File: src/smu_defs.svh
`ifndef SMU_DEFS_SVH
`define SMU_DEFS_SVH

// ====================
// Widths
// ====================
`define SMU_DATA_W              32
`define SMU_WADDR_W             11      // paddr[12:2]
`define SMU_NHART_MAX           4
`define SMU_PCS_MAX             8
`define SMU_CLKR_W              5
`define SMU_CER_W               3
`define SMU_RST_SRC_W           5

// PCS window bases as paddr[12:5]
`define SMU_PCS_LO_BASE         8'h04   // Windows 0-3 from 0x80
`define SMU_PCS_HI_BASE         8'h08   // Windows 4-7 from 0x100

// ====================
// Ids and defaults
// ====================
`define SMU_PRODUCT_ID          32'h0350_0001
`define SMU_BOARD_ID            32'h0000_0a01
`define SMU_VERID               32'h0001_0000
`define SMU_SYS_TS              32'h0000_5a5a
`define SMU_L2C_PRESENT         1'b0
`define SMU_CLKR_DEFAULT        5'h01
`define SMU_CER_DEFAULT         3'h7
`define SMU_RST_VEC_LO_DEFAULT  32'h8000_0000
`define SMU_RST_VEC_HI_DEFAULT  32'h0000_0000
`define SMU_SW_RST_KEY          8'h3c

`endif
File: src/smu_pkg.sv
`include "smu_defs.svh"

package smu_pkg;

	// ====================
	// Bus structs
	// ====================
	typedef struct packed {
		logic                      psel;
		logic                      penable;
		logic                      pwrite;
		logic [`SMU_WADDR_W-1:0]   waddr;   // paddr[12:2]
		logic [`SMU_DATA_W-1:0]    wdata;
	} apb_req_t;

	// Register word index, paddr[12:2]
	typedef enum logic [`SMU_WADDR_W-1:0] {
		SYSTEMVER = 11'h00,
		BOARDID   = 11'h01,
		SYSTEMCFG = 11'h02,
		SMUVER    = 11'h03,
		WAKEUPST  = 11'h04,
		SMUCR     = 11'h05,
		CLKEN     = 11'h08,
		SYSTEMCR  = 11'h09,
		VEC_LO0   = 11'h14,
		VEC_LO1   = 11'h15,
		VEC_LO2   = 11'h16,
		VEC_LO3   = 11'h17,
		VEC_HI0   = 11'h18,
		VEC_HI1   = 11'h19,
		VEC_HI2   = 11'h1a,
		VEC_HI3   = 11'h1b,
		SYSTEMTS  = 11'h1c
	} smu_reg_e;

	typedef struct packed {
		logic                        systemver;
		logic                        boardid;
		logic                        systemcfg;
		logic                        smuver;
		logic                        wakeupst;
		logic                        smucr;
		logic                        clken;
		logic                        systemcr;
		logic                        systemts;
		logic [`SMU_NHART_MAX-1:0]   vec_lo;
		logic [`SMU_NHART_MAX-1:0]   vec_hi;
	} reg_sel_t;

	typedef struct packed {
		logic                      wen;     // psel & penable & pwrite
		logic [`SMU_DATA_W-1:0]    wdata;
	} reg_wr_t;

	typedef struct packed {
		logic [`SMU_CLKR_W-1:0]    clkr;
		logic [`SMU_CER_W-1:0]     cer;
	} sys_ctl_t;

	// PCS register index, paddr[4:2]
	typedef enum logic [2:0] {
		CFG     = 3'd0,
		SCRATCH = 3'd1,
		MISC    = 3'd2,
		MISC2   = 3'd3,
		WE      = 3'd4,
		CTL     = 3'd5,
		STATUS  = 3'd6,
		CER     = 3'd7
	} pcs_reg_e;

	typedef struct packed {
		logic [`SMU_PCS_MAX-1:0]   sel;     // One-hot window select
		logic                      write;
		pcs_reg_e                  reg_idx;
		logic [`SMU_DATA_W-1:0]    wdata;
	} pcs_req_t;

	typedef struct packed {
		logic                      hit;
		logic [`SMU_DATA_W-1:0]    rdata;
	} pcs_rd_t;

	// Reset source and status bit positions
	typedef enum logic [2:0] {
		APOR = 3'd0,
		SW   = 3'd1,
		WDT  = 3'd2,
		HW   = 3'd3,
		MPOR = 3'd4
	} rst_src_e;

	// Hart 0 in bits 63:0
	typedef logic [`SMU_NHART_MAX-1:0][63:0] hart_vecs_t;

endpackage

File: src/smu_apb_top.sv
`timescale 1ns/1ps
`include "smu_defs.svh"

module smu_apb_top #(
	parameter int NHART   = 1,                          // 1 ~ 4
	parameter int PCS_NUM = 8                           // 1 ~ 8
) (
	input  logic                                       pclk,
	input  logic                                       apor_rstn,
	input  logic                                       psel,
	input  logic                                       penable,
	input  logic                                       pwrite,
	input  logic [12:2]                                paddr,
	input  logic [`SMU_DATA_W-1:0]                     pwdata,
	input  logic [`SMU_PCS_MAX-1:0][`SMU_DATA_W-1:0]   pcs_rdata,
	input  logic [`SMU_RST_SRC_W-1:0]                  pcs0_reset_source,
	output logic [`SMU_DATA_W-1:0]                     prdata,
	output logic                                       pready,
	output logic                                       pslverr,
	output smu_pkg::pcs_req_t                          pcs_req,
	output logic                                       smu_sw_rst,
	output logic [`SMU_CLKR_W-1:0]                     system_clock_ratio,
	output logic [`SMU_CER_W-1:0]                      clk_en,
	output smu_pkg::hart_vecs_t                        core_reset_vectors
);
	import smu_pkg::*;

	apb_req_t                   apb;
	reg_sel_t                   sel;
	reg_wr_t                    wr;
	sys_ctl_t                   sys_ctl;
	pcs_rd_t                    pcs_rd;
	logic [`SMU_RST_SRC_W-1:0]  wakeup_st;

	assign apb = '{psel: psel, penable: penable, pwrite: pwrite, waddr: paddr, wdata: pwdata};

	smu_apb_decode #(.NHART(NHART)) u_decode (
		.apb       (apb),
		.sys_ctl   (sys_ctl),
		.wakeup_st (wakeup_st),
		.hart_vecs (core_reset_vectors),
		.pcs_rd    (pcs_rd),
		.sel       (sel),
		.wr        (wr),
		.prdata    (prdata),
		.pready    (pready),
		.pslverr   (pslverr)
	);

	smu_sys_regs u_sys_regs (
		.pclk               (pclk),
		.apor_rstn          (apor_rstn),
		.sel                (sel),
		.wr                 (wr),
		.sys_ctl            (sys_ctl),
		.system_clock_ratio (system_clock_ratio),
		.clk_en             (clk_en),
		.smu_sw_rst         (smu_sw_rst)
	);

	smu_reset_status u_reset_status (
		.pclk              (pclk),
		.apor_rstn         (apor_rstn),
		.sel               (sel),
		.wr                (wr),
		.pcs0_reset_source (pcs0_reset_source),
		.wakeup_st         (wakeup_st)
	);

	smu_rst_vec_regs #(.NHART(NHART)) u_rst_vec_regs (
		.pclk      (pclk),
		.apor_rstn (apor_rstn),
		.sel       (sel),
		.wr        (wr),
		.hart_vecs (core_reset_vectors)     // Direct to the harts
	);

	smu_pcs_port #(.PCS_NUM(PCS_NUM)) u_pcs_port (
		.apb       (apb),
		.pcs_rdata (pcs_rdata),
		.pcs_req   (pcs_req),
		.pcs_rd    (pcs_rd)
	);

endmodule

File: src/smu_pcs_port.sv
`timescale 1ns/1ps
`include "smu_defs.svh"

module smu_pcs_port #(
	parameter int PCS_NUM = 8                           // 1 ~ 8
) (
	input  smu_pkg::apb_req_t                                  apb,
	input  logic [`SMU_PCS_MAX-1:0][`SMU_DATA_W-1:0]           pcs_rdata,
	output smu_pkg::pcs_req_t                                  pcs_req,
	output smu_pkg::pcs_rd_t                                   pcs_rd
);
	import smu_pkg::*;

	logic [7:0] win_base [`SMU_PCS_MAX];                // paddr[12:5] per window

	always_comb begin
		for (int k = 0; k < `SMU_PCS_MAX; k++) begin
			win_base[k] = (k < 4) ? `SMU_PCS_LO_BASE + 8'(k) : `SMU_PCS_HI_BASE + 8'(k - 4);
		end
	end

	// ====================
	// Request and read-back
	// ====================
	always_comb begin
		pcs_req.sel     = '0;
		pcs_req.write   = apb.psel & apb.penable & apb.pwrite;  // Not window gated
		pcs_req.reg_idx = pcs_reg_e'(apb.waddr[2:0]);
		pcs_req.wdata   = apb.wdata;
		pcs_rd.rdata    = '0;
		for (int k = 0; k < `SMU_PCS_MAX; k++) begin
			pcs_req.sel[k] = apb.psel && (k < PCS_NUM) && (apb.waddr[10:3] == win_base[k]);
			pcs_rd.rdata  |= {32{pcs_req.sel[k]}} & pcs_rdata[k];
		end
		pcs_rd.hit = |pcs_req.sel;
	end

endmodule

File: src/smu_rst_vec_regs.sv
`timescale 1ns/1ps
`include "smu_defs.svh"

module smu_rst_vec_regs #(
	parameter int NHART = 1                             // 1 ~ 4
) (
	input  logic                  pclk,
	input  logic                  apor_rstn,
	input  smu_pkg::reg_sel_t     sel,
	input  smu_pkg::reg_wr_t      wr,
	output smu_pkg::hart_vecs_t   hart_vecs
);

	localparam logic [31:0] LO_DEFAULT = `SMU_RST_VEC_LO_DEFAULT;
	localparam logic [31:0] HI_DEFAULT = `SMU_RST_VEC_HI_DEFAULT;

	for (genvar i = 0; i < `SMU_NHART_MAX; i++) begin : g_hart
		if (i < NHART) begin : g_on
			logic [31:2] lo_q;                      // Word aligned
			logic [31:0] hi_q;

			always_ff @(posedge pclk or negedge apor_rstn) begin
				if (!apor_rstn) begin
					lo_q <= LO_DEFAULT[31:2];
					hi_q <= HI_DEFAULT;
				end else begin
					if (wr.wen & sel.vec_lo[i]) begin
						lo_q <= wr.wdata[31:2];
					end
					if (wr.wen & sel.vec_hi[i]) begin
						hi_q <= wr.wdata;
					end
				end
			end

			assign hart_vecs[i] = {hi_q, lo_q, 2'b00};
		end else begin : g_off
			assign hart_vecs[i] = '0;               // Hart not present
		end
	end

endmodule

File: src/smu_reset_status.sv
`timescale 1ns/1ps
`include "smu_defs.svh"

module smu_reset_status (
	input  logic                         pclk,
	input  logic                         apor_rstn,
	input  smu_pkg::reg_sel_t            sel,
	input  smu_pkg::reg_wr_t             wr,
	input  logic [`SMU_RST_SRC_W-1:0]    pcs0_reset_source,
	output logic [`SMU_RST_SRC_W-1:0]    wakeup_st
);
	import smu_pkg::*;

	// Only the always-on bit comes up set
	localparam logic [`SMU_RST_SRC_W-1:0] ST_RESET = `SMU_RST_SRC_W'(1) << APOR;

	logic [`SMU_RST_SRC_W-1:0] st_q;
	logic [`SMU_RST_SRC_W-1:0] st_clr;
	logic [`SMU_RST_SRC_W-1:0] st_nx;

	assign st_clr = {`SMU_RST_SRC_W{wr.wen & sel.wakeupst}} & wr.wdata[`SMU_RST_SRC_W-1:0];
	assign st_nx  = pcs0_reset_source | (st_q & ~st_clr);   // Set wins

	always_ff @(posedge pclk or negedge apor_rstn) begin
		if (!apor_rstn) begin
			st_q <= ST_RESET;
		end else begin
			st_q <= st_nx;
		end
	end

	assign wakeup_st = st_q;

endmodule

File: src/smu_sys_regs.sv
`timescale 1ns/1ps
`include "smu_defs.svh"

module smu_sys_regs (
	input  logic                      pclk,
	input  logic                      apor_rstn,
	input  smu_pkg::reg_sel_t         sel,
	input  smu_pkg::reg_wr_t          wr,
	output smu_pkg::sys_ctl_t         sys_ctl,
	output logic [`SMU_CLKR_W-1:0]    system_clock_ratio,
	output logic [`SMU_CER_W-1:0]     clk_en,
	output logic                      smu_sw_rst
);

	logic [`SMU_CLKR_W-1:0] clkr_q;
	logic [`SMU_CER_W-1:0]  cer_q;
	logic                   sw_rst_q;
	logic                   sw_rst_cmd;

	// Key must match the low byte
	assign sw_rst_cmd = wr.wen & sel.smucr & (wr.wdata[7:0] == `SMU_SW_RST_KEY);

	// ====================
	// Control registers
	// ====================
	always_ff @(posedge pclk or negedge apor_rstn) begin
		if (!apor_rstn) begin
			clkr_q   <= `SMU_CLKR_DEFAULT;
			cer_q    <= `SMU_CER_DEFAULT;
			sw_rst_q <= 1'b0;
		end else begin
			if (wr.wen & sel.systemcr) begin
				clkr_q <= wr.wdata[`SMU_CLKR_W-1:0];
			end
			if (wr.wen & sel.clken) begin
				cer_q <= wr.wdata[`SMU_CER_W-1:0];
			end
			sw_rst_q <= sw_rst_cmd & ~sw_rst_q;      // No re-arm while high
		end
	end

	assign sys_ctl            = '{clkr: clkr_q, cer: cer_q};
	assign system_clock_ratio = clkr_q;
	assign clk_en             = cer_q;
	assign smu_sw_rst         = sw_rst_q;

endmodule

File: src/smu_apb_decode.sv
`timescale 1ns/1ps
`include "smu_defs.svh"

module smu_apb_decode #(
	parameter int NHART = 1                             // 1 ~ 4
) (
	input  smu_pkg::apb_req_t            apb,
	input  smu_pkg::sys_ctl_t            sys_ctl,
	input  logic [`SMU_RST_SRC_W-1:0]    wakeup_st,
	input  smu_pkg::hart_vecs_t          hart_vecs,
	input  smu_pkg::pcs_rd_t             pcs_rd,
	output smu_pkg::reg_sel_t            sel,
	output smu_pkg::reg_wr_t             wr,
	output logic [`SMU_DATA_W-1:0]       prdata,
	output logic                         pready,
	output logic                         pslverr
);
	import smu_pkg::*;

	localparam logic [7:0]  CORE_NUM     = 8'(NHART);
	localparam logic [31:0] SR_SYSTEMVER = `SMU_PRODUCT_ID;
	localparam logic [31:0] SR_BOARDID   = `SMU_BOARD_ID;
	localparam logic [31:0] SR_SMUVER    = `SMU_VERID;
	localparam logic [31:0] SR_SYSTEMTS  = `SMU_SYS_TS;
	localparam logic [31:0] SR_SYSTEMCFG = 32'({`SMU_L2C_PRESENT, CORE_NUM});

	logic [`SMU_DATA_W-1:0] vec_rdata;

	// ====================
	// Word decode
	// ====================
	always_comb begin
		sel           = '0;
		sel.systemver = (apb.waddr == SYSTEMVER);
		sel.boardid   = (apb.waddr == BOARDID);
		sel.systemcfg = (apb.waddr == SYSTEMCFG);
		sel.smuver    = (apb.waddr == SMUVER);
		sel.wakeupst  = (apb.waddr == WAKEUPST);
		sel.smucr     = (apb.waddr == SMUCR);
		sel.clken     = (apb.waddr == CLKEN);
		sel.systemcr  = (apb.waddr == SYSTEMCR);
		sel.systemts  = (apb.waddr == SYSTEMTS);
		for (int i = 0; i < NHART && i < `SMU_NHART_MAX; i++) begin
			sel.vec_lo[i] = (apb.waddr == 11'(VEC_LO0 + i));   // Absent harts stay 0
			sel.vec_hi[i] = (apb.waddr == 11'(VEC_HI0 + i));
		end
	end

	assign wr.wen   = apb.psel & apb.penable & apb.pwrite;
	assign wr.wdata = apb.wdata;

	// ====================
	// Read mux
	// ====================
	always_comb begin
		vec_rdata = '0;
		for (int i = 0; i < `SMU_NHART_MAX; i++) begin
			vec_rdata |= {32{sel.vec_lo[i]}} & hart_vecs[i][31:0];
			vec_rdata |= {32{sel.vec_hi[i]}} & hart_vecs[i][63:32];
		end
	end

	// Valid in both setup and access phase
	assign prdata = ({32{sel.systemver}} & SR_SYSTEMVER)
		| ({32{sel.boardid}}   & SR_BOARDID)
		| ({32{sel.systemcfg}} & SR_SYSTEMCFG)
		| ({32{sel.smuver}}    & SR_SMUVER)
		| ({32{sel.systemts}}  & SR_SYSTEMTS)
		| ({32{sel.wakeupst}}  & 32'(wakeup_st))
		| ({32{sel.systemcr}}  & 32'(sys_ctl.clkr))
		| ({32{sel.clken}}     & 32'(sys_ctl.cer))
		| vec_rdata
		| ({32{pcs_rd.hit}}    & pcs_rd.rdata);

	assign pready  = 1'b1;                              // Zero wait
	assign pslverr = 1'b0;

endmodule

File: config.mk
export PLATFORM = sky130hd
export DESIGN_NAME = smu_apb_top
export DESIGN_NICKNAME = d
export VERILOG_FILES = /design/src/smu_pkg.sv /design/src/smu_apb_top.sv /design/src/smu_pcs_port.sv /design/src/smu_rst_vec_regs.sv /design/src/smu_reset_status.sv /design/src/smu_sys_regs.sv /design/src/smu_apb_decode.sv
export VERILOG_INCLUDE_DIRS = /design/src
export SDC_FILE = /design/constraint.sdc
export NUM_CORES = 1
export LEC_CHECK = 0
export ABC_CLOCK_PERIOD_IN_PS = 4700
export BUFFER_PORTS_ARGS = -buffer_cell sky130_fd_sc_hd__buf_2
export CORE_AREA = 2 2 255 257
export CTS_CLUSTER_DIAMETER = 30
export CTS_CLUSTER_SIZE = 14
export DETAILED_ROUTE_END_ITERATION = 12
export DIE_AREA = 0 0 257 259
export GPL_TIMING_DRIVEN = 0
export PLACE_DENSITY = 0.38
export SYNTH_ARGS = -nofsm -noshare
export SYNTH_HDL_FRONTEND = slang
export SYNTH_SLANG_ARGS = --single-unit
File: constraint.sdc
create_clock -name pclk -period 4.7 [get_ports pclk]
set_clock_uncertainty 0.2 [all_clocks]
set_input_delay 0.705 -clock pclk [delete_from_list [all_inputs] [get_ports pclk]]
set_output_delay 0.705 -clock pclk [all_outputs]
set_load 0.005 [all_outputs]
==> summary.txt, run 1 <==
Synthesis
  – Warnings from Yosys: 0
  – Post-Syn Area: 8290 um2
  – Post-Synth XOR/XNOR Area: 0%
  – Ranking of synthesized cells by area: dfrtp_1 (21%), buf_4 (21%), mux2_4 (12%), a22oi_1 (4.3%), mux2i_1 (4.1%)
  – Mux cell area share after synthesis: 18.2%
  – Main synth FF type: dfrtp_1
  – Mapped Cells: 901
  – Synth Area in Adders: 0%
  – Synth top area share: 21.1%
  – EDFF count, synth: 0
  – Seq/Total Area, Yosys: 23.0%
  – Simple-Gate Fraction of Synth Area: 16.7%
  – Post-synth ARST share: 100%
  – Largest family of logic cells by synthesized area: buffers and inverters
  – Cell taking the most area after synthesis: dfrtp_1
  – Top-count cell post-synth: buf_4
  – Distinct cells, synth: 72
  – Mean Syn Cell Area: 9.20 um2
  – Most common library cells after synthesis: buf_4 (231), dfrtp_1 (70), mux2_4 (65), a22oi_1 (47), clkbuf_1 (42)
  – Compound-Gate Fraction of Synth Area: 16.6%
  – Yosys reg bits: 76

Critical path
  – CP endpoint: prdata[6]
  – Crit path DAT: 3.61 ns
  – Crit path launch: paddr[6]
  – CP required: 3.80 ns
  – CP startpoint kind: primary input
  – CP endpoint kind: output port
  – Critical path class: in2out
  – R2R Path Start: u_sys_regs.smu_sw_rst
  – End of the worst register-to-register path: u_sys_regs.smu_sw_rst
  – R2R Setup Slk: 3.50 ns
  – R2R cell count: 3
  – Max FO, Critical Path: 10

Cells and area
  – Design area: 12800 um2
  – Non-filler instance count after layout: 2434
  – Nets: 1873
  – Finished Core Util: 20.0%
  – Area Overhead vs Synth: 54.4%
  – Layout cells sized above 1: 53.2%

CTS
  – Clk slew on worst S/H paths: 0.07 ns
  – Worst-skew pair later-pin latency: 0.36 ns
  – CTS Root Cell: clkbuf_16
  – Clk sinks: 76
  – Cts bufs inserted: 9
  – CTS max path bufs: 2
  – CTS tree: built
  – H-tree depth reported by CTS: 3

Global routing
  – Largest net degree at the start of global routing: 64
  – First-pass GRT wire length: 72200 um
  – GRT overflow: 0
  – Initial antenna violation count: 18
  – All-Layer GR Usage: 15.6%
  – Vias in the first global route: 8876

STA
  – RSZ-0062 raised after global routing: no
  – Min Hold Slack: 0.283 ns
  – Slew Limit Fails: 0
  – Slew @ Worst Pin: 1.06 ns
  – Final TNS setup: 0 ns
  – Crit path time final: 4.51 ns
  – Hold Vio Cnt, Final: 0
  – Max Fclk: 0.222 GHz
  – Tcrit/Tclk final: 96.0%
  – Final Setup Violations: 0
  – Final worst slack: 0.188 ns
  – Slew HR: 29.6%

Floorplanning
  – Die X: 257 um
  – Total die area: 66600 um2
  – CORE AREA: 63900 um2
  – Initial Utilization: 13.0%
  – I/O pin count: 652
  – Row Count: 93
  – Height of the die: 259 um

Placement
  – # port buffers: 455
  – Final HPWL DP: 47000 um
  – Place WS: -0.556 ns
  – Post-DP Area: 12400 um2
  – Cells after DPL: 2406
  – Placer Congestion: 0.847

Pwr
  – Internal Power: 1.43 mW
  – VDD IR max: 0.170 mV
  – Power Density: 161 nW/um2
  – Net Sw Power: 0.628 mW
  – Clock share of power: 37.0%
  – Share of power burned in registers: 32.0%
  – Leak: 6.94 nW
  – Logic pwr share: 31.0%
  – Switching Fraction: 30.5%
  – Pwr Total: 2.06 mW

Worst hold path
  – Worst Hold Class: reg2reg

Routing
  – Drt first pass iters: 5
  – WL/cell: 22.5 um
  – Vias per inst: 3.74
  – DRT iter0 DRCs: 500
  – Routed Antenna Nets: 0
  – Wirelength, routed: 54800 um
  – Via count: 9111
  – Drt drc: 0

Outcome
  – Status: finished, final reports clean

Job
  – Maxcap violations: 0
==> final cells by class <==
type | instances | area, um2
fill | 7202 | 51100
tap | 855 | 1070
buffer | 302 | 2090
sequential | 76 | 1910
antenna | 10 | 25.0
clock inverter | 6 | 88.8
inverter | 6 | 22.5
timing repair buffer | 459 | 2330
multi-input combinational | 710 | 5030
clock buffer | 10 | 229
==> registers in the layout (all words and copies together), names as in the netlist <==
register / flops
u_sys_regs.clk_en: 3
u_sys_regs.system_clock_ratio: 5
u_reset_status.wakeup_st: 5
u_sys_regs.smu_sw_rst: 1
u_rst_vec_regs.g_hart.g_on.hi_q: 32
u_rst_vec_regs.g_hart.g_on.lo_q: 30
==> worst max-delay path, cell delays in order <==
cell,delay (ns)
buf_2,0.12
buf_2,0.25
buf_2,0.33
buf_2,0.46
nand3_1,0.58
a21oi_1,0.75
or3_1,0.23
buf_2,0.13
==> timing repair <==
action	CTS	global route
setup buffers	2	0
pin swaps	1	0
hold endpoints to repair	11	0
gates resized for setup	8	6
endpoints found under the setup margin	25	7
hold buffers	1	0
==> per-layer routing <==
layer  track usage, %  wire, um  vias to the layer above
met5                0        76                        -
met4             2.62       603                       12
met3             3.37      3810                       47
met2             26.9     26800                      455
met1             20.1     23400                     4342
li1                 -         -                     4255
==> power groups by stage <==
stage / Clock [mW] / Sequential (mW) / Combinational [mW]
after floorplan: 0 / 0.669 / 0.331
after global placement: 0 / 0.669 / 0.631
after detailed placement: 0 / 0.669 / 0.635
after CTS: 0.785 / 0.657 / 0.640
after global routing: 0.804 / 0.657 / 0.696
final: 0.760 / 0.657 / 0.638
==> cells in the final DEF, fill, tap and decap left out, drive strengths merged, types with 8 or more instances in the layout <==
cell type / Yosys / layout
nand2: 16 / 16
clkbuf: 42 / 51
and3: 33 / 33
o22ai: 8 / 8
buf: 261 / 719
a21oi: 31 / 31
or3: 9 / 9
o41ai: 15 / 15
mux2: 80 / 80
diode: 0 / 10
conb: 2 / 196
nand4: 8 / 8
dfrtp: 70 / 70
o21ai: 15 / 15
a22oi: 47 / 47
nand3b: 40 / 40
nor2b: 9 / 9
nor2: 31 / 31
o211ai: 8 / 8
o221ai: 16 / 16
nand3: 22 / 22
mux2i: 34 / 34
==> cells by family after synthesis <==
| kind of cell | Yosys count |
|---|---|
| compound gates | 187 |
| buf+inv | 309 |
| flops | 76 |
| mux | 115 |
| other cells | 2 |
| simple gates | 212 |
==> worst min-delay path by stage <==
stage | startpoint | endpoint | slack (ns) | cells past startpoint
after floorplan | apor_rstn | u_reset_status.wakeup_st[1] | 0.21 | 0
after global placement | u_reset_status.wakeup_st[4] | u_reset_status.wakeup_st[4] | 0.25 | 1
after detailed placement | u_reset_status.wakeup_st[1] | u_reset_status.wakeup_st[1] | 0.26 | 1
after CTS | u_reset_status.wakeup_st[1] | u_reset_status.wakeup_st[1] | 0.28 | 1
after global routing | u_reset_status.wakeup_st[1] | u_reset_status.wakeup_st[1] | 0.30 | 1
final | u_reset_status.wakeup_st[2] | u_reset_status.wakeup_st[2] | 0.28 | 1
(Power assumes the default switching activity.)
==> inputs of run 2 (changes only) <==
CELL_PAD_IN_SITES_DETAIL_PLACEMENT = 1   (was default)
CELL_PAD_IN_SITES_GLOBAL_PLACEMENT = 2   (was default)
CORE_AREA = 2 2 251 253   (was 2 2 255 257)
DIE_AREA = 0 0 253 255   (was 0 0 257 259)
PLACE_DENSITY = 0.61   (was 0.38)
==> summary.txt, run 2 (synthesized netlist as in run 1, its figures left out) <==
Outcome
  – Status: finished, final reports clean (unchanged)

STA
  – Max Fclk: 0.222 GHz (about the same)
  – Tcrit/Tclk final: 95.8% (was 96.0%)
  – RSZ-0062 raised after global routing: no (unchanged)
  – Min Hold Slack: 0.273 ns (was 0.283 ns)
  – Hold Vio Cnt, Final: 0 (unchanged)
  – Slew HR: 13.9% (was 29.6%)
  – Final worst slack: 0.198 ns (was 0.188 ns)
  – Final Setup Violations: 0 (unchanged)
  – Slew Limit Fails: 0 (unchanged)
  – Slew @ Worst Pin: 1.27 ns (was 1.06 ns)
  – Crit path time final: 4.50 ns (was 4.51 ns)

Pwr
  – Logic pwr share: 31.3% (was 31.0%)
  – Leak: 6.90 nW (was 6.94 nW)
  – Switching Fraction: 31.0% (was 30.5%)
  – VDD IR max: 0.168 mV (was 0.170 mV)
  – Share of power burned in registers: 32.3% (was 32.0%)
  – Clock share of power: 36.4% (was 37.0%)
  – Net Sw Power: 0.631 mW (was 0.628 mW)
  – Power Density: 160 nW/um2 (was 161 nW/um2)
  – Internal Power: 1.40 mW (was 1.43 mW)

Global routing
  – GRT overflow: 0 (unchanged)
  – Largest net degree at the start of global routing: 66 (was 64)
  – Vias in the first global route: 9119 (was 8876)
  – Initial antenna violation count: 12 (was 18)
  – First-pass GRT wire length: 73200 um (was 72200 um)
  – All-Layer GR Usage: 16.3% (was 15.6%)

Floorplanning
  – CORE AREA: 62200 um2 (was 63900 um2)
  – I/O pin count: 652 (unchanged)
  – Total die area: 64500 um2 (was 66600 um2)
  – Die X: 253 um (was 257 um)
  – Initial Utilization: 13.3% (was 13.0%)
  – Row Count: 92 (was 93)
  – Height of the die: 255 um (was 259 um)

CTS
  – CTS Root Cell: clkbuf_16 (unchanged)
  – Clk sinks: 76 (unchanged)
  – Cts bufs inserted: 9 (unchanged)
  – CTS tree: built (unchanged)
  – H-tree depth reported by CTS: 3 (unchanged)
  – Clk slew on worst S/H paths: 0.06 ns (was 0.07 ns)
  – Worst-skew pair later-pin latency: 0.36 ns (about the same)
  – CTS max path bufs: 2 (unchanged)

Job
  – Maxcap violations: 0 (unchanged)

Critical path
  – R2R cell count: 3 (unchanged)
  – CP endpoint kind: output port (unchanged)
  – Crit path DAT: 3.60 ns (was 3.61 ns)
  – CP required: 3.80 ns (about the same)
  – CP startpoint kind: primary input (unchanged)
  – Critical path class: in2out (unchanged)
  – Max FO, Critical Path: 10 (unchanged)

Routing
  – Routed Antenna Nets: 0 (unchanged)
  – Drt first pass iters: 5 (unchanged)
  – DRT iter0 DRCs: 423 (was 500)
  – Wirelength, routed: 55500 um (was 54800 um)
  – Vias per inst: 3.84 (was 3.74)
  – Via count: 9088 (was 9111)
  – Drt drc: 0 (unchanged)
  – WL/cell: 23.4 um (was 22.5 um)

Placement
  – Place WS: -0.494 ns (was -0.556 ns)
  – Final HPWL DP: 48100 um (was 47000 um)
  – # port buffers: 455 (unchanged)
  – Placer Congestion: 0.800 (was 0.847)

Cells and area
  – Max reg flops: 32 (unchanged)
  – Nets: 1872 (was 1873)
  – Top reg by flops: u_rst_vec_regs.g_hart.g_on.hi_q (unchanged)
  – # fillers: 7559 (was 7202)
  – Finished Core Util: 20.4% (was 20.0%)
  – Multi-input logic area: 5010 um2 (was 5030 um2)
  – Area Overhead vs Synth: 52.9% (was 54.4%)
  – Largest regs: u_rst_vec_regs.g_hart.g_on.hi_q x32, u_rst_vec_regs.g_hart.g_on.lo_q x30 (unchanged)
  – Reg area: 1910 um2 (unchanged)
  – Layout cells sized above 1: 52.9% (was 53.2%)
  – Highest-count cells in the layout ignoring fill and taps: buf_2 (474), buf_4 (232), conb_1 (196) (was buf_2 (474), buf_4 (234), conb_1 (196))
  – Commonest non-fill, non-tap cell in the layout: buf_2 (unchanged)

Worst hold path
  – Worst Hold Class: reg2reg (unchanged)
  – Hold Crit Depth: 1 (unchanged)
## run 2: changes by cell type in the layout (fill, tap and decap cells not counted), moves of 2 or more
cell / previous run / this run
o41ai_2: 4 / 1
diode_2: 10 / 2
o41ai_1: 11 / 14
buf_4: 234 / 232
clkbuf_8: 0 / 2
## run 2: timing repair
item / CTS / global route
endpoints found under the setup margin: 11 / 4
gates resized for setup: 5 / 5
pin swaps: 0 / 0
hold buffers: 1 / 0
buffers inserted: 0 / 0
hold endpoints to repair: 10 / 0
## run 2: worst paths after layout
| kind | from | to | slack, ns |
|---|---|---|---|
| setup / recovery | paddr[9] | prdata[16] | 0.20 |
| hold / removal | u_reset_status.wakeup_st[4] | u_reset_status.wakeup_st[4] | 0.27 |
| setup reg to reg | u_sys_regs.smu_sw_rst | u_sys_regs.smu_sw_rst | 3.46 |
| hold reg to reg | u_reset_status.wakeup_st[4] | u_reset_status.wakeup_st[4] | 0.27 |
| max in group asynchronous | apor_rstn | u_rst_vec_regs.g_hart[0].g_on.lo_q[31] | 3.11 |
| min in group asynchronous | apor_rstn | u_sys_regs.system_clock_ratio[1] | 0.54 |
## run 2: per-layer routing
layer | vias up | GRT usage, % | share of wire (%)
met3 | 27 | 2.68 | 5.2
li1 | 4227 | - | -
met1 | 4470 | 21.3 | 44
met5 | - | 0 | 0.061
met2 | 358 | 28.6 | 50
met4 | 6 | 2.62 | 0.89
## run 2: area by class of cell
cell class,count,area share [%]
Antenna cell,2,0.0395
Sequential cell,76,15.1
Multi-Input combinational cell,710,39.5
Tap cell,799,7.89
Timing Repair Buffer,457,18.3
Clock buffer,11,1.99
Clock inverter,5,0.464
Buffer,303,16.6
Inverter,6,0.178
## run 2: worst max-delay path: stages
cell and delay, ns:
buf_2 0.11, nor4_1 0.48, clkbuf_1 0.65, clkdlybuf4s15_1 0.75, o21ai_0 0.54, nand4_1 0.19
buf_2 0.16
## run 2: power groups by stage
stage          clock, mW  sequential [mW]  combinational [mW]
6_report           0.741            0.657               0.636
5_1_grt            0.797            0.657               0.699
4_1_cts            0.770            0.657               0.637
3_5_place_dp           0            0.669               0.634
3_3_place_gp           0            0.669               0.626
2_1_floorplan          0            0.669               0.331
## run 2: metrics by stage
stage,TNS [ns],std cells,power (mW),cell area [um2]
finish,0,2369,2.03,12700
global placement,-2.34,2349,1.30,12300
CTS,0,2367,2.06,12700
floorplan,0,1095,1.00,9020
detailed placement,-2.43,2350,1.30,12300
global route,0,2367,2.15,12700
==> inputs of run 3 (changes only) <==
MAX_ROUTING_LAYER = met4   (was default)
==> summary.txt, run 3 (synthesized netlist as in run 1, its figures left out) <==
Outcome
  – Status: finished, final reports clean (unchanged)

Critical path
  – CP max-delay cell: clkdlybuf4s15_1 (unchanged)
  – End of the worst register-to-register path: u_sys_regs.smu_sw_rst (unchanged)
  – Max FO, Critical Path: 10 (unchanged)
  – Crit path buf inv count: 4 (unchanged)
  – CP endpoint: prdata[16] (unchanged)
  – Crit path depth: 7 (unchanged)
  – R2R Setup Slk: 3.47 ns (was 3.46 ns)
  – Worst-path cell chain: buf_2, nor4_1, clkbuf_1, clkdlybuf4s15_1, o21ai_0, nand4_1, buf_2 (unchanged)
  – Crit path DAT: 3.66 ns (was 3.60 ns)
  – CP startpoint kind: primary input (unchanged)
  – CP required: 3.80 ns (about the same)
  – Crit path launch: paddr[9] (unchanged)
  – Slowest Stage Delay on Critical Path: 0.77 ns (was 0.75 ns)
  – R2R Path Start: u_sys_regs.smu_sw_rst (unchanged)
  – R2R cell count: 3 (unchanged)
  – CP endpoint kind: output port (unchanged)
  – CP most frequent cell: buf_2 (unchanged)
  – Crit-path leading delay family: buffers and inverters (unchanged)
  – Critical path class: in2out (unchanged)

Placement
  – Final HPWL DP: 48100 um (unchanged)
  – Placer Congestion: 0.812 (was 0.800)
  – Cells after DPL: 2350 (unchanged)
  – # port buffers: 455 (unchanged)

Worst hold path
  – HP Start: u_reset_status.wakeup_st[4] (unchanged)
  – Worst Hold Class: reg2reg (unchanged)

Floorplanning
  – Height of the die: 255 um (unchanged)
  – CORE AREA: 62200 um2 (unchanged)
  – Initial Utilization: 13.3% (unchanged)
  – Die X: 253 um (unchanged)
  – I/O pin count: 652 (unchanged)
  – Total die area: 64500 um2 (unchanged)
  – Row Count: 92 (unchanged)

Routing
  – DRT iter0 DRCs: 398 (was 423)
  – Drt first pass iters: 5 (unchanged)
  – Via count: 9050 (was 9088)
  – Routed Antenna Nets: 0 (unchanged)
  – Vias per inst: 3.82 (was 3.84)
  – WL/cell: 23.4 um (about the same)
  – Drt drc: 0 (unchanged)
  – Wirelength, routed: 55600 um (was 55500 um)

STA
  – Max Fclk: 0.219 GHz (was 0.222 GHz)
  – RSZ-0062 raised after global routing: no (unchanged)
  – Hold Vio Cnt, Final: 0 (unchanged)
  – Crit path time final: 4.57 ns (was 4.50 ns)
  – Slew Limit Fails: 0 (unchanged)
  – Final Setup Violations: 0 (unchanged)
  – Tcrit/Tclk final: 97.2% (was 95.8%)
  – Final TNS setup: 0 ns (unchanged)
  – Slew HR: 10.6% (was 13.9%)
  – Slew @ Worst Pin: 1.32 ns (was 1.27 ns)

CTS
  – CTS max path bufs: 2 (unchanged)
  – Clk sinks: 76 (unchanged)
  – H-tree depth reported by CTS: 3 (unchanged)
  – Cts bufs inserted: 9 (unchanged)
  – Clk slew on worst S/H paths: 0.07 ns (was 0.06 ns)
  – Worst-skew pair later-pin latency: 0.35 ns (was 0.36 ns)
  – CTS Root Cell: clkbuf_16 (unchanged)
  – Postcts setup bufs: 0 (unchanged)
  – CTS tree: built (unchanged)

Cells and area
  – Finished Core Util: 20.4% (about the same)
  – Top reg by flops: u_rst_vec_regs.g_hart.g_on.hi_q (unchanged)
  – Max reg flops: 32 (unchanged)
  – Commonest non-fill, non-tap cell in the layout: buf_2 (unchanged)
  – Non-filler instance count after layout: 2372 (was 2369)
  – Area Overhead vs Synth: 52.9% (about the same)
  – # fillers: 7562 (was 7559)
  – Layout cells sized above 1: 52.9% (unchanged)
  – Nets: 1872 (unchanged)
  – Largest regs: u_rst_vec_regs.g_hart.g_on.hi_q x32, u_rst_vec_regs.g_hart.g_on.lo_q x30 (unchanged)
  – Highest-count cells in the layout ignoring fill and taps: buf_2 (474), buf_4 (232), conb_1 (196) (unchanged)

Global routing
  – Vias in the first global route: 9105 (was 9119)
  – Initial antenna violation count: 12 (unchanged)
  – All-Layer GR Usage: 16.8% (was 16.3%)
  – Largest net degree at the start of global routing: 66 (unchanged)
  – First-pass GRT wire length: 73200 um (about the same)
  – GRT overflow: 0 (unchanged)

Job
  – Maxcap violations: 0 (unchanged)

Pwr
  – Power Density: 161 nW/um2 (was 160 nW/um2)
  – VDD IR max: 0.170 mV (was 0.168 mV)
  – Leak: 6.90 nW (about the same)
run 3: worst reg2reg max path, cell delays in order, from the launching register on:
cell and delay, ns:
dfrtp_1 0.39, nor4b_1 0.27, nand3_1 0.13, nor3_1 0.15
run 3: metrics by stage:
stage / total power [mW] / instance area, um2 / setup slack [ns] / hold slack, ns
after global routing: 2.15 / 12700 / 0.00441 / 0.291
after floorplan: 1.00 / 9020 / 1.73 / 0.209
after detailed placement: 1.30 / 12300 / -0.494 / 0.262
after CTS: 2.06 / 12700 / 0.0229 / 0.277
final: 2.04 / 12700 / 0.132 / 0.274
after global placement: 1.30 / 12300 / -0.440 / 0.260
run 3: how the worst min path moves through the flow:
stage	endpoint	cells past startpoint	slack, ns
floorplan	u_reset_status.wakeup_st[1]	0	0.21
global placement	u_reset_status.wakeup_st[4]	1	0.26
detailed placement	u_reset_status.wakeup_st[4]	1	0.26
CTS	u_reset_status.wakeup_st[4]	1	0.28
global route	u_reset_status.wakeup_st[4]	1	0.29
finish	u_reset_status.wakeup_st[4]	1	0.27
run 3: timing repair:
| item | in CTS | in global routing |
|---|---|---|
| hold buffers | 1 | 0 |
| resized for setup | 5 | 5 |
| endpoints found under the hold margin | 10 | 0 |
| setup endpoints to repair | 11 | 4 |
run 3: per-layer routing:
layer / track usage, % / part of all wire (%) / vias up
li1: - / - / 4228
met1: 21.5 / 45 / 4452
met2: 28.6 / 50 / 352
met3: 2.40 / 4.8 / 18
met4: 2.55 / 0.79 / 0
met5: - / 0 / -
run 3: final cells by class:
type	count	area, um2	area share (%)
multi-input combinational	710	5010	39.5
timing repair buffer	457	2320	18.3
buffer	303	2100	16.5
sequential	76	1910	15.1
tap	799	1000	7.88
clock buffer	11	253	1.99
clock inverter	5	58.8	0.464
inverter	6	22.5	0.178
antenna	5	12.5	0.0986
run 3: report_power, final:
group	leakage (nW)	internal [mW]	switching (mW)
sequential	1.02	0.656	0.00146
combinational	5.73	0.306	0.331
clock	0.148	0.441	0.303
total	6.90	1.40	0.635
